[config.mk]
export PLATFORM = sky130hd
export DESIGN_NAME = controlUnit
export DESIGN_NICKNAME = d
export VERILOG_FILES = /design/src/logic/cpuCtrlPkg.sv /design/src/logic/controlUnit.sv /design/src/logic/controlWordGen.sv /design/src/logic/stepSequencer.sv /design/src/logic/instrDecoder.sv
export SDC_FILE = /design/constraint.sdc
export NUM_CORES = 1
export LEC_CHECK = 0
export ABC_AREA = 1
export BUFFER_PORTS_ARGS = -buffer_cell sky130_fd_sc_hd__clkbuf_2
export CORE_ASPECT_RATIO = 0.8
export CORE_MARGIN = 2
export CORE_UTILIZATION = 50
export DETAILED_ROUTE_END_ITERATION = 7
export PLACE_DENSITY = 0.85
export SETUP_SLACK_MARGIN = 0.5
export SLEW_MARGIN = 20
export SYNTH_ARGS = -nofsm -noshare
export SYNTH_HDL_FRONTEND = slang
export SYNTH_SLANG_ARGS = --single-unit
[constraint.sdc]
create_clock -name clk -period 2 [get_ports clk]
set_input_delay 0.3 -clock clk [delete_from_list [all_inputs] [get_ports clk]]
set_output_delay 0.3 -clock clk [all_outputs]
set_load 0.01 [all_outputs]
[src/logic/cpuCtrlPkg.sv]
package cpuCtrlPkg;

    localparam int InstrWidth = 16;
    localparam int RegSelWidth = 4;
    localparam int DefaultStackPair = 14;     // low byte of the stack pointer pair

    typedef enum logic [3:0] {
        opLoadImm,
        opAluImm,
        opAluReg,
        opIn,
        opOut,
        opStore,
        opLoad,
        opPairStep,
        opJumpPair,
        opJumpAbs,
        opCall,
        opRet,
        opHalt,
        opNop
    } opcode_e;

    typedef enum logic [1:0] {
        pairKeep,
        pairInc,
        pairDec
    } pairMode_e;

    typedef enum logic [3:0] {
        aluPassB = 4'd0,
        aluAnd   = 4'd1,
        aluOr    = 4'd2,
        aluXor   = 4'd3,
        aluAdd   = 4'd4,
        aluAddC  = 4'd5,
        aluSub   = 4'd6,
        aluSubC  = 4'd7,
        aluShl   = 4'd8,
        aluShr   = 4'd9,
        aluRol   = 4'd10,
        aluRor   = 4'd11,
        aluNot   = 4'd12,
        aluPassA = 4'd13
    } aluMode_e;

    typedef enum logic [2:0] {
        stIdle,
        stExecute,
        stDataWait,     // second cycle of IN and load
        stJumpLoad,
        stCallHigh,
        stRetPop,
        stRetLoad
    } step_e;

    typedef enum logic [2:0] {
        selPcPlusOne  = 3'd0,   // skips the address word
        selPcOut      = 3'd1,
        selInstrWord  = 3'd3,
        selPairAddr   = 3'd4,
        selReturnAddr = 3'd5
    } iMemAddrSel_e;

    typedef enum logic [2:0] {
        selPcHigh = 3'd0,
        selPcLow  = 3'd1,
        selAluOut = 3'd2
    } dMemDataSel_e;

    typedef enum logic [1:0] {
        selPairPtr        = 2'd0,
        selPortAddr       = 2'd1,
        selPairPtrPlusOne = 2'd2
    } dMemAddrSel_e;

    typedef enum logic [1:0] {
        selAluResult = 2'd0,
        selMemData   = 2'd2
    } regFileSrc_e;

endpackage
[src/logic/controlUnit.sv]
module controlUnit #(
    parameter int StackPair = cpuCtrlPkg::DefaultStackPair
) (
    input  logic                               clk,
    input  logic                               reset,
    input  logic [cpuCtrlPkg::InstrWidth-1:0]  iMemOut,
    input  logic                               carryFlag,
    input  logic                               zeroFlag,
    input  logic                               negativeFlag,
    output cpuCtrlPkg::regFileSrc_e            regFileSrc,
    output logic [cpuCtrlPkg::RegSelWidth-1:0] regFileOutBSelect,
    output logic                               regFileWriteEnable,
    output logic                               regFileIncPair,
    output logic                               regFileDecPair,
    output logic [1:0]                         aluSrcBSelect,
    output cpuCtrlPkg::aluMode_e               aluMode,
    output cpuCtrlPkg::dMemDataSel_e           dMemDataSelect,
    output cpuCtrlPkg::dMemAddrSel_e           dMemIOAddressSelect,
    output logic                               dMemIOWriteEn,
    output logic                               dMemIOReadEn,
    output logic                               flagEnable,
    output cpuCtrlPkg::iMemAddrSel_e           iMemAddrSelect,
    output logic                               iMemReadEnable,
    output logic                               pcWriteEn
);
    import cpuCtrlPkg::*;

    opcode_e                opcode;
    aluMode_e               aluField;
    logic [RegSelWidth-1:0] destField;
    logic [RegSelWidth-1:0] srcField;
    logic [2:0]             pairField;
    pairMode_e              pairMode;
    logic                   condMet;
    step_e                  step;

    instrDecoder decoder_i (
        .iMemOut      (iMemOut),
        .carryFlag    (carryFlag),
        .zeroFlag     (zeroFlag),
        .negativeFlag (negativeFlag),
        .opcode       (opcode),
        .aluField     (aluField),
        .destField    (destField),
        .srcField     (srcField),
        .pairField    (pairField),
        .pairMode     (pairMode),
        .condMet      (condMet)
    );

    stepSequencer sequencer_i (
        .clk     (clk),
        .reset   (reset),
        .opcode  (opcode),
        .condMet (condMet),
        .step    (step)
    );

    controlWordGen #(
        .StackPair (StackPair)
    ) wordGen_i (
        .step                (step),
        .opcode              (opcode),
        .aluField            (aluField),
        .destField           (destField),
        .srcField            (srcField),
        .pairField           (pairField),
        .pairMode            (pairMode),
        .condMet             (condMet),
        .regFileSrc          (regFileSrc),
        .regFileOutBSelect   (regFileOutBSelect),
        .regFileWriteEnable  (regFileWriteEnable),
        .regFileIncPair      (regFileIncPair),
        .regFileDecPair      (regFileDecPair),
        .aluSrcBSelect       (aluSrcBSelect),
        .aluMode             (aluMode),
        .dMemDataSelect      (dMemDataSelect),
        .dMemIOAddressSelect (dMemIOAddressSelect),
        .dMemIOWriteEn       (dMemIOWriteEn),
        .dMemIOReadEn        (dMemIOReadEn),
        .flagEnable          (flagEnable),
        .iMemAddrSelect      (iMemAddrSelect),
        .iMemReadEnable      (iMemReadEnable),
        .pcWriteEn           (pcWriteEn)
    );

endmodule

[src/logic/controlWordGen.sv]
module controlWordGen #(
    parameter int StackPair = cpuCtrlPkg::DefaultStackPair
) (
    input  cpuCtrlPkg::step_e                  step,
    input  cpuCtrlPkg::opcode_e                opcode,
    input  cpuCtrlPkg::aluMode_e               aluField,
    input  logic [cpuCtrlPkg::RegSelWidth-1:0] destField,
    input  logic [cpuCtrlPkg::RegSelWidth-1:0] srcField,
    input  logic [2:0]                         pairField,
    input  cpuCtrlPkg::pairMode_e              pairMode,
    input  logic                               condMet,
    output cpuCtrlPkg::regFileSrc_e            regFileSrc,
    output logic [cpuCtrlPkg::RegSelWidth-1:0] regFileOutBSelect,
    output logic                               regFileWriteEnable,
    output logic                               regFileIncPair,
    output logic                               regFileDecPair,
    output logic [1:0]                         aluSrcBSelect,
    output cpuCtrlPkg::aluMode_e               aluMode,
    output cpuCtrlPkg::dMemDataSel_e           dMemDataSelect,
    output cpuCtrlPkg::dMemAddrSel_e           dMemIOAddressSelect,
    output logic                               dMemIOWriteEn,
    output logic                               dMemIOReadEn,
    output logic                               flagEnable,
    output cpuCtrlPkg::iMemAddrSel_e           iMemAddrSelect,
    output logic                               iMemReadEnable,
    output logic                               pcWriteEn
);
    import cpuCtrlPkg::*;

    logic [RegSelWidth-1:0] pairReg;
    logic [RegSelWidth-1:0] stackReg;
    logic                   stepInc;
    logic                   stepDec;

    assign pairReg = {pairField, 1'b0};    // low register of the pair
    assign stackReg = RegSelWidth'(StackPair);
    assign stepInc = (pairMode == pairInc);
    assign stepDec = (pairMode == pairDec);

    always_comb begin
        regFileSrc = selAluResult;
        regFileOutBSelect = destField;
        regFileWriteEnable = 1'b0;
        regFileIncPair = 1'b0;
        regFileDecPair = 1'b0;
        aluSrcBSelect = 2'd0;          // register operand
        aluMode = aluPassB;
        dMemDataSelect = selAluOut;
        dMemIOAddressSelect = selPairPtr;
        dMemIOWriteEn = 1'b0;
        dMemIOReadEn = 1'b0;
        flagEnable = 1'b0;
        iMemAddrSelect = selPcOut;
        iMemReadEnable = 1'b1;
        pcWriteEn = 1'b1;

        case (step)
            stIdle: begin
                iMemReadEnable = 1'b0;
                pcWriteEn = 1'b0;
            end
            stExecute: begin
                case (opcode)
                    opLoadImm, opAluImm: begin
                        regFileWriteEnable = 1'b1;
                        aluSrcBSelect = 2'd2;    // 8-bit immediate
                        aluMode = aluField;
                        flagEnable = (opcode == opAluImm);    // LDI leaves flags alone
                    end
                    opAluReg: begin
                        regFileOutBSelect = srcField;
                        regFileWriteEnable = 1'b1;
                        aluMode = aluField;
                        flagEnable = 1'b1;
                    end
                    opIn: begin
                        regFileSrc = selMemData;
                        dMemIOAddressSelect = selPortAddr;
                        dMemIOReadEn = 1'b1;
                        iMemReadEnable = 1'b0;
                        pcWriteEn = 1'b0;
                    end
                    opOut: begin
                        dMemIOAddressSelect = selPortAddr;
                        dMemIOWriteEn = 1'b1;
                    end
                    opStore: begin
                        regFileOutBSelect = pairReg;
                        aluMode = aluPassA;
                        dMemIOWriteEn = 1'b1;
                        regFileIncPair = stepInc;
                        regFileDecPair = stepDec;
                    end
                    opLoad: begin
                        regFileSrc = selMemData;
                        regFileOutBSelect = pairReg;
                        dMemIOReadEn = 1'b1;
                        iMemReadEnable = 1'b0;
                        pcWriteEn = 1'b0;
                    end
                    opPairStep: begin
                        regFileOutBSelect = pairReg;
                        regFileIncPair = stepInc;
                        regFileDecPair = stepDec;
                    end
                    opJumpPair: begin
                        regFileOutBSelect = pairReg;
                        iMemAddrSelect = condMet ? selPairAddr : selPcOut;
                    end
                    opJumpAbs: begin
                        if (condMet) begin
                            pcWriteEn = 1'b0;    // fetch the address word first
                        end else begin
                            iMemAddrSelect = selPcPlusOne;
                        end
                    end
                    opCall: begin
                        regFileOutBSelect = stackReg;
                        dMemDataSelect = selPcLow;
                        if (condMet) begin
                            regFileDecPair = 1'b1;
                            dMemIOWriteEn = 1'b1;    // push low byte of return address
                            pcWriteEn = 1'b0;
                        end else begin
                            iMemAddrSelect = selPcPlusOne;
                        end
                    end
                    opRet: begin
                        regFileOutBSelect = stackReg;
                        dMemIOAddressSelect = selPairPtrPlusOne;
                        dMemIOReadEn = 1'b1;
                        if (condMet) begin
                            regFileIncPair = 1'b1;
                            iMemAddrSelect = selReturnAddr;
                            iMemReadEnable = 1'b0;
                            pcWriteEn = 1'b0;
                        end
                    end
                    opHalt: begin
                        iMemReadEnable = 1'b0;
                        pcWriteEn = 1'b0;
                    end
                    default: begin
                    end
                endcase
            end
            stDataWait: begin
                regFileSrc = selMemData;
                regFileWriteEnable = 1'b1;
                dMemIOReadEn = 1'b1;
                if (opcode == opIn) begin
                    dMemIOAddressSelect = selPortAddr;
                end else begin
                    regFileOutBSelect = pairReg;
                    regFileIncPair = stepInc;    // pointer moves once the data is in
                    regFileDecPair = stepDec;
                end
            end
            stJumpLoad: begin
                iMemAddrSelect = selInstrWord;
            end
            stCallHigh: begin
                regFileOutBSelect = stackReg;
                regFileDecPair = 1'b1;
                dMemDataSelect = selPcHigh;
                dMemIOWriteEn = 1'b1;
                iMemAddrSelect = selInstrWord;    // target word read last cycle
            end
            stRetPop, stRetLoad: begin
                regFileOutBSelect = stackReg;
                dMemIOAddressSelect = selPairPtrPlusOne;
                dMemIOReadEn = 1'b1;
                iMemAddrSelect = selReturnAddr;
                if (step == stRetPop) begin
                    regFileIncPair = 1'b1;
                    iMemReadEnable = 1'b0;
                    pcWriteEn = 1'b0;
                end
            end
            default: begin
                iMemReadEnable = 1'b0;
                pcWriteEn = 1'b0;
            end
        endcase
    end

endmodule

[src/logic/stepSequencer.sv]
module stepSequencer (
    input  logic                clk,
    input  logic                reset,
    input  cpuCtrlPkg::opcode_e opcode,
    input  logic                condMet,
    output cpuCtrlPkg::step_e   step
);
    import cpuCtrlPkg::*;

    step_e nextStep;

    always_ff @(posedge clk) begin
        if (reset) begin
            step <= stIdle;
        end else begin
            step <= nextStep;
        end
    end

    always_comb begin
        nextStep = stExecute;
        case (step)
            stExecute: begin
                case (opcode)
                    opIn, opLoad: nextStep = stDataWait;
                    opJumpAbs: nextStep = condMet ? stJumpLoad : stExecute;
                    opCall: nextStep = condMet ? stCallHigh : stExecute;
                    opRet: nextStep = condMet ? stRetPop : stExecute;
                    default: nextStep = stExecute;
                endcase
            end
            stRetPop: nextStep = stRetLoad;    // second pop cycle
            default: nextStep = stExecute;
        endcase
    end

endmodule

[src/logic/instrDecoder.sv]
module instrDecoder (
    input  logic [cpuCtrlPkg::InstrWidth-1:0]  iMemOut,
    input  logic                               carryFlag,
    input  logic                               zeroFlag,
    input  logic                               negativeFlag,
    output cpuCtrlPkg::opcode_e                opcode,
    output cpuCtrlPkg::aluMode_e               aluField,
    output logic [cpuCtrlPkg::RegSelWidth-1:0] destField,
    output logic [cpuCtrlPkg::RegSelWidth-1:0] srcField,
    output logic [2:0]                         pairField,
    output cpuCtrlPkg::pairMode_e              pairMode,
    output logic                               condMet
);
    import cpuCtrlPkg::*;

    logic [4:0] func;   // function field of the R-type words
    logic [2:0] low;

    assign func = iMemOut[7:3];
    assign low = iMemOut[2:0];

    assign destField = iMemOut[15:12];
    assign srcField = iMemOut[11:8];
    assign pairField = iMemOut[11:9];

    always_comb begin
        case (iMemOut[15:13])
            3'd1: condMet = carryFlag;
            3'd2: condMet = ~carryFlag;
            3'd3: condMet = zeroFlag;
            3'd4: condMet = ~zeroFlag;
            3'd5: condMet = negativeFlag;
            3'd6: condMet = ~negativeFlag;
            default: condMet = 1'b1;    // 0 and 7 are unconditional
        endcase
    end

    always_comb begin
        opcode = opNop;
        aluField = aluPassB;
        pairMode = pairKeep;
        if (iMemOut[0] && iMemOut[3:1] != 3'b111) begin
            aluField = aluMode_e'({1'b0, iMemOut[3:1]});
            opcode = (iMemOut[3:1] == 3'b000) ? opLoadImm : opAluImm;
        end else if (low == 3'b010) begin
            opcode = opIn;
        end else if (low == 3'b100) begin
            opcode = opOut;
        end else if (low == 3'b000) begin
            if (func >= 5'd1 && func <= 5'd12) begin
                opcode = opAluReg;
                aluField = aluMode_e'(iMemOut[6:3]);
            end else if (func >= 5'd13 && func <= 5'd18) begin
                opcode = iMemOut[7] ? opLoad : opStore;    // 16 to 18 load
                case (func)
                    5'd14, 5'd17: pairMode = pairInc;
                    5'd15, 5'd18: pairMode = pairDec;
                    default: pairMode = pairKeep;
                endcase
            end else begin
                case (func)
                    5'd19: begin
                        opcode = opPairStep;
                        pairMode = pairInc;
                    end
                    5'd20: begin
                        opcode = opPairStep;
                        pairMode = pairDec;
                    end
                    5'd21: opcode = opJumpPair;
                    5'd22: opcode = opJumpAbs;
                    5'd23: opcode = opCall;
                    5'd24: opcode = opRet;
                    5'd29: opcode = opHalt;
                    default: opcode = opNop;
                endcase
            end
        end
    end

endmodule

==> results of run 1 <==
cells in the mapped netlist:
master,number
conb_1,1
inv_2,10
a32oi_1,2
nand3b_1,1
inv_1,26
nand3_4,1
a211oi_1,1
buf_4,5
o21ai_2,3
xor2_1,1
clkinv_1,3
nor2_4,2
a31oi_1,4
nand3_2,6
nand3_1,24
nor2_1,17
nand2_2,11
nand2_1,59
a21oi_1,11
nand2_4,1
dfxtp_1,3
or2_1,1
o31ai_1,2
nor2_2,5
o21bai_1,1
o21ai_0,13
nor3_1,5
buf_2,1
a21oi_2,2
nand4_1,7
and2_1,1
a21oi_4,1
or2_2,2
o211ai_1,2
clkbuf_1,1
o21ai_1,1
through the flow:
stage	area, µm²	cells	setup slack, ps	setup TNS (ps)
2_1_floorplan	1418	239	65.64	0
3_3_place_gp	1918	353	-259.2	-3351
3_5_place_dp	1918	353	-287.3	-3910
logic make-up after synthesis:
group                  after synthesis  share of synthesized area
AND/OR/NAND/NOR                    143                     0.5717
XOR/XNOR                             1                   0.006973
other                                1                   0.002985
buffers and inverters               46                     0.1534
AO/OA/AOI/OAI                       43                     0.2171
flip-flops                           3                    0.04781
==> metrics.yaml, run 1 <==
status: "stopped before the end"
failed_stage: "4_1_cts"
tool.error: "[ERROR DPL-0038] Utilization greater than 100%, impossible to legalize"
postCtsHoldBufs: 0
portBuffers: 45
syn_inst: 237
post_cts_buffers: 31
synth.area.top_cells: "nand2_1 (18%), nand3_1 (9.6%), inv_1 (7.8%)"
postSynthAreaPerCell_um2: 5.300
die_w_um: 60.04
synth_top_area_share: 0.1763
cts-root-buf: "clkbuf_4"
yosys.area.top_type: "nand2_1"
htree_levels: 1
cts.sinks: 3
gp_congestion: 0.8734
synth_seq_area_share: 0.04781
yosysWarnings: 0
synthDistinctLibCells: 36
ios: 49
ys_ff_latch: 3
cts_resized: 72
rows: 16
hpwl_mm: 3.590
die_h_um: 48.83
cts-buffers-inserted: 3
synth_area_mm2: 0.001256
initial_core_util: 0.5186
cts_buffer_depth: 2
==> run 2: changes to the inputs <==
--- a/config.mk
+++ b/config.mk
@@ -7,12 +7,10 @@
 export LEC_CHECK = 0
 export ABC_AREA = 1
 export BUFFER_PORTS_ARGS = -buffer_cell sky130_fd_sc_hd__clkbuf_2
-export CORE_ASPECT_RATIO = 0.8
-export CORE_MARGIN = 2
-export CORE_UTILIZATION = 50
+export CORE_AREA = 2 2 63 65
 export DETAILED_ROUTE_END_ITERATION = 7
-export PLACE_DENSITY = 0.85
-export SETUP_SLACK_MARGIN = 0.5
+export DIE_AREA = 0 0 65 67
+export PLACE_DENSITY_LB_ADDON = 0.15
 export SLEW_MARGIN = 20
 export SYNTH_ARGS = -nofsm -noshare
 export SYNTH_HDL_FRONTEND = slang
==> metrics.yaml, run 2 <==
ys_ff_latch: 3
first_pass_iters: 4
routed-via-count: 1976
synth_top_family_by_area: "simple AND/OR/NAND/NOR gates"
die_h_um: 67
cts_buffer_depth: 2
startpoint: "iMemOut[4]"
postCtsHoldBufs: 0
wl_per_cell_um: 13.39
regArea_um2: 60.06
crit_required_ps: 1700
cpMostUsedCell: "inv_2"
fin_nets: 368
grtUsageMet3: 0.02872
slew_viol_final: 0
rows: 22
cp.arrival_ps: 1900
yosysWarnings: 0
postSynthAreaPerCell_um2: 5.300
post-synth-top-count-cell: "nand2_1"
synth_top_area_share: 0.1763
path_cells: "clkbuf_16 -> inv_8 -> nand2_2 -> buf_4 -> a21oi_4 -> nand3_4 -> nand3_2 -> nor2_4 -> inv_2 -> o21ai_4 -> a21oi_2 -> inv_2 -> or2_1 -> buf_2"
diodes: 0
finish.utilization: 0.6780
cp.depth: 14
grt_util_met1: 0.2816
clk_pin_slew_worst_paths_ps: 30
final_cell_mix: "buf_4 (57), nand2_1 (47), inv_1 (24), clkbuf_2 (24), nand3_1 (20)"
syn_inst: 237
crit_buf_inv: 6
multi_input_area_mm2: 0.001295
slowest_stage: "or2_1"
failed_checks: "negative setup slack"
yosys.area.top_type: "nand2_1"
min_period_ps: 2201
vdd_drop_max_uv: 188.1
cts_tree: "built"
cts-buffers-inserted: 3
setup_ws_ps: -201.3
syn_to_final_growth_pct: 94.62
synth_compound_area_frac: 0.2171
r2r_slack_ps: 830
critPathCaptureType: "output port"
largest_reg_flops: 3
die_w_um: 65
grt.total_usage: 0.2228
drt_iter0_drc: 151
synth.area.top_cells: "nand2_1 (18%), nand3_1 (9.6%), inv_1 (7.8%)"
synthAdderAreaFrac: 0
fillers: 314
top_regs: "sequencer_i.step: 3 flops"
r2r-end: "sequencer_i.step[1]$_SDFF_PP0_"
rsz0062_at_grt: "true"
skew_ps: 7.981
status: "complete, but fails checks"
ant_nets: 0
gp_congestion: 0.8433
crit_family: "simple AND/OR/NAND/NOR gates"
synth_seq_area_share: 0.04781
setup_viol: 20
busiest_layer: "met2"
final_common_cell: "buf_4"
grt_start_max_net_pins: 14
drive_gt1_frac: 0.5636
cp-start-kind: "primary input"
synth-simple-area-share: 0.5717
wl_mm: 5.274
power_density_mw_per_mm2: 285.5
cap_violations: 0
place_ws_ps: -308.6
cts-root-buf: "clkbuf_8"
ios: 49
fin_tns_setup_ps: -2416
worst_path_largest_cell_delay_ps: 210
synthArstFlopShare: 0
hpwl_mm: 3.441
post-route-drc-count: 0
rr_worst_depth: 4
vias_per_cell: 5.015
grt.overflow.total: 0
htree_levels: 1
initial_core_util: 0.3484
synth_xor_area_frac: 0.006972
power.total_mw: 0.6980
synth-edff-count: 0
coreArea_mm2: 0.003606
p_leak_nw: 1.272
period_share: 1.101
synthMuxAreaShare: 0
crit_type: "primary input to output port"
portBuffers: 45
max_freq_mhz: 454.3
final_hold_viol_count: 0
cts.sinks: 3
fp.dieArea_mm2: 0.004355
grt_pass1_wl_mm: 7.741
fin_hold_ws_ps: 271.7
crit_fanout: 5
synth_common_cells: "nand2_1 (59), inv_1 (26), nand3_1 (24), nor2_1 (17), o21ai_0 (13)"
synthDistinctLibCells: 36
gr-usage-met2: 0.4072
synth_area_mm2: 0.001256
endpoint: "dMemIOReadEn"
antenna_found_initial: 0
timing.rr.start: "sequencer_i.step[1]$_SDFF_PP0_"
regMostFlops: "sequencer_i.step"
grt_pass1_vias: 1735
clk_latency_ps: 230
min_path_type: "primary input to flip-flop"
synth_flop_cell: "dfxtp_1"
==> run 2: cell counts after synthesis <==
Identical to the previous run, type by type.
==> run 2: through the flow <==
step / instances / instance area (µm²)
5_1_grt: 394 / 2445
4_1_cts: 388 / 2213
2_1_floorplan: 239 / 1264
3_3_place_gp: 373 / 1863
6_report: 394 / 2445
3_5_place_dp: 373 / 1863
==> run 2: cell type report <==
cell class / count / area share
Inverter: 39 / 0.06653
Multi-Input combinational cell: 190 / 0.5297
Sequential cell: 3 / 0.02457
Tap cell: 48 / 0.02457
Timing Repair Buffer: 110 / 0.3362
Clock buffer: 4 / 0.01842
==> run 2: per-layer routing <==
| layer | wire length (µm) | share of wire | vias to the layer above |
|---|---|---|---|
| met5 | 0 | 0 | - |
| met4 | 46 | 0.0087 | 0 |
| met3 | 249 | 0.047 | 5 |
| met2 | 2784 | 0.53 | 70 |
| met1 | 2193 | 0.42 | 906 |
| li1 | - | - | 995 |
==> run 2: repair_timing <==
action                                  CTS  global route
endpoints found under the setup margin   22            24
gates cloned                              0             0
buffers inserted                         11             7
gates resized for setup                  48            62
pin swaps                                18            30
==> run 2: worst min path at each step <==
stage                                          end   from  slack (ps)  depth (start not counted)
floorplan           sequencer_i.step[0]$_SDFF_PP0_  reset         370                          1
global placement    sequencer_i.step[0]$_SDFF_PP0_  reset         480                          2
detailed placement  sequencer_i.step[0]$_SDFF_PP0_  reset         480                          2
CTS                 sequencer_i.step[0]$_SDFF_PP0_  reset         270                          2
global route        sequencer_i.step[0]$_SDFF_PP0_  reset         290                          2
finish              sequencer_i.step[0]$_SDFF_PP0_  reset         270                          2
==> run 2: where the power goes <==
group / internal, mW / switching (mW) / total, mW
clock: 0.137 / 0.0485 / 0.185
sequential: 0.0621 / 0.00134 / 0.0634
combinational: 0.201 / 0.248 / 0.450
==> run 2: kinds of logic after synthesis <==
logic type,after synthesis
AOI/OAI and AO/OA,43
buffers and inverters,46
other,1
xor gates and xnor gates,1
and+or+nand+nor,143
DFF,3
Power figures use the tool's default switching activity.
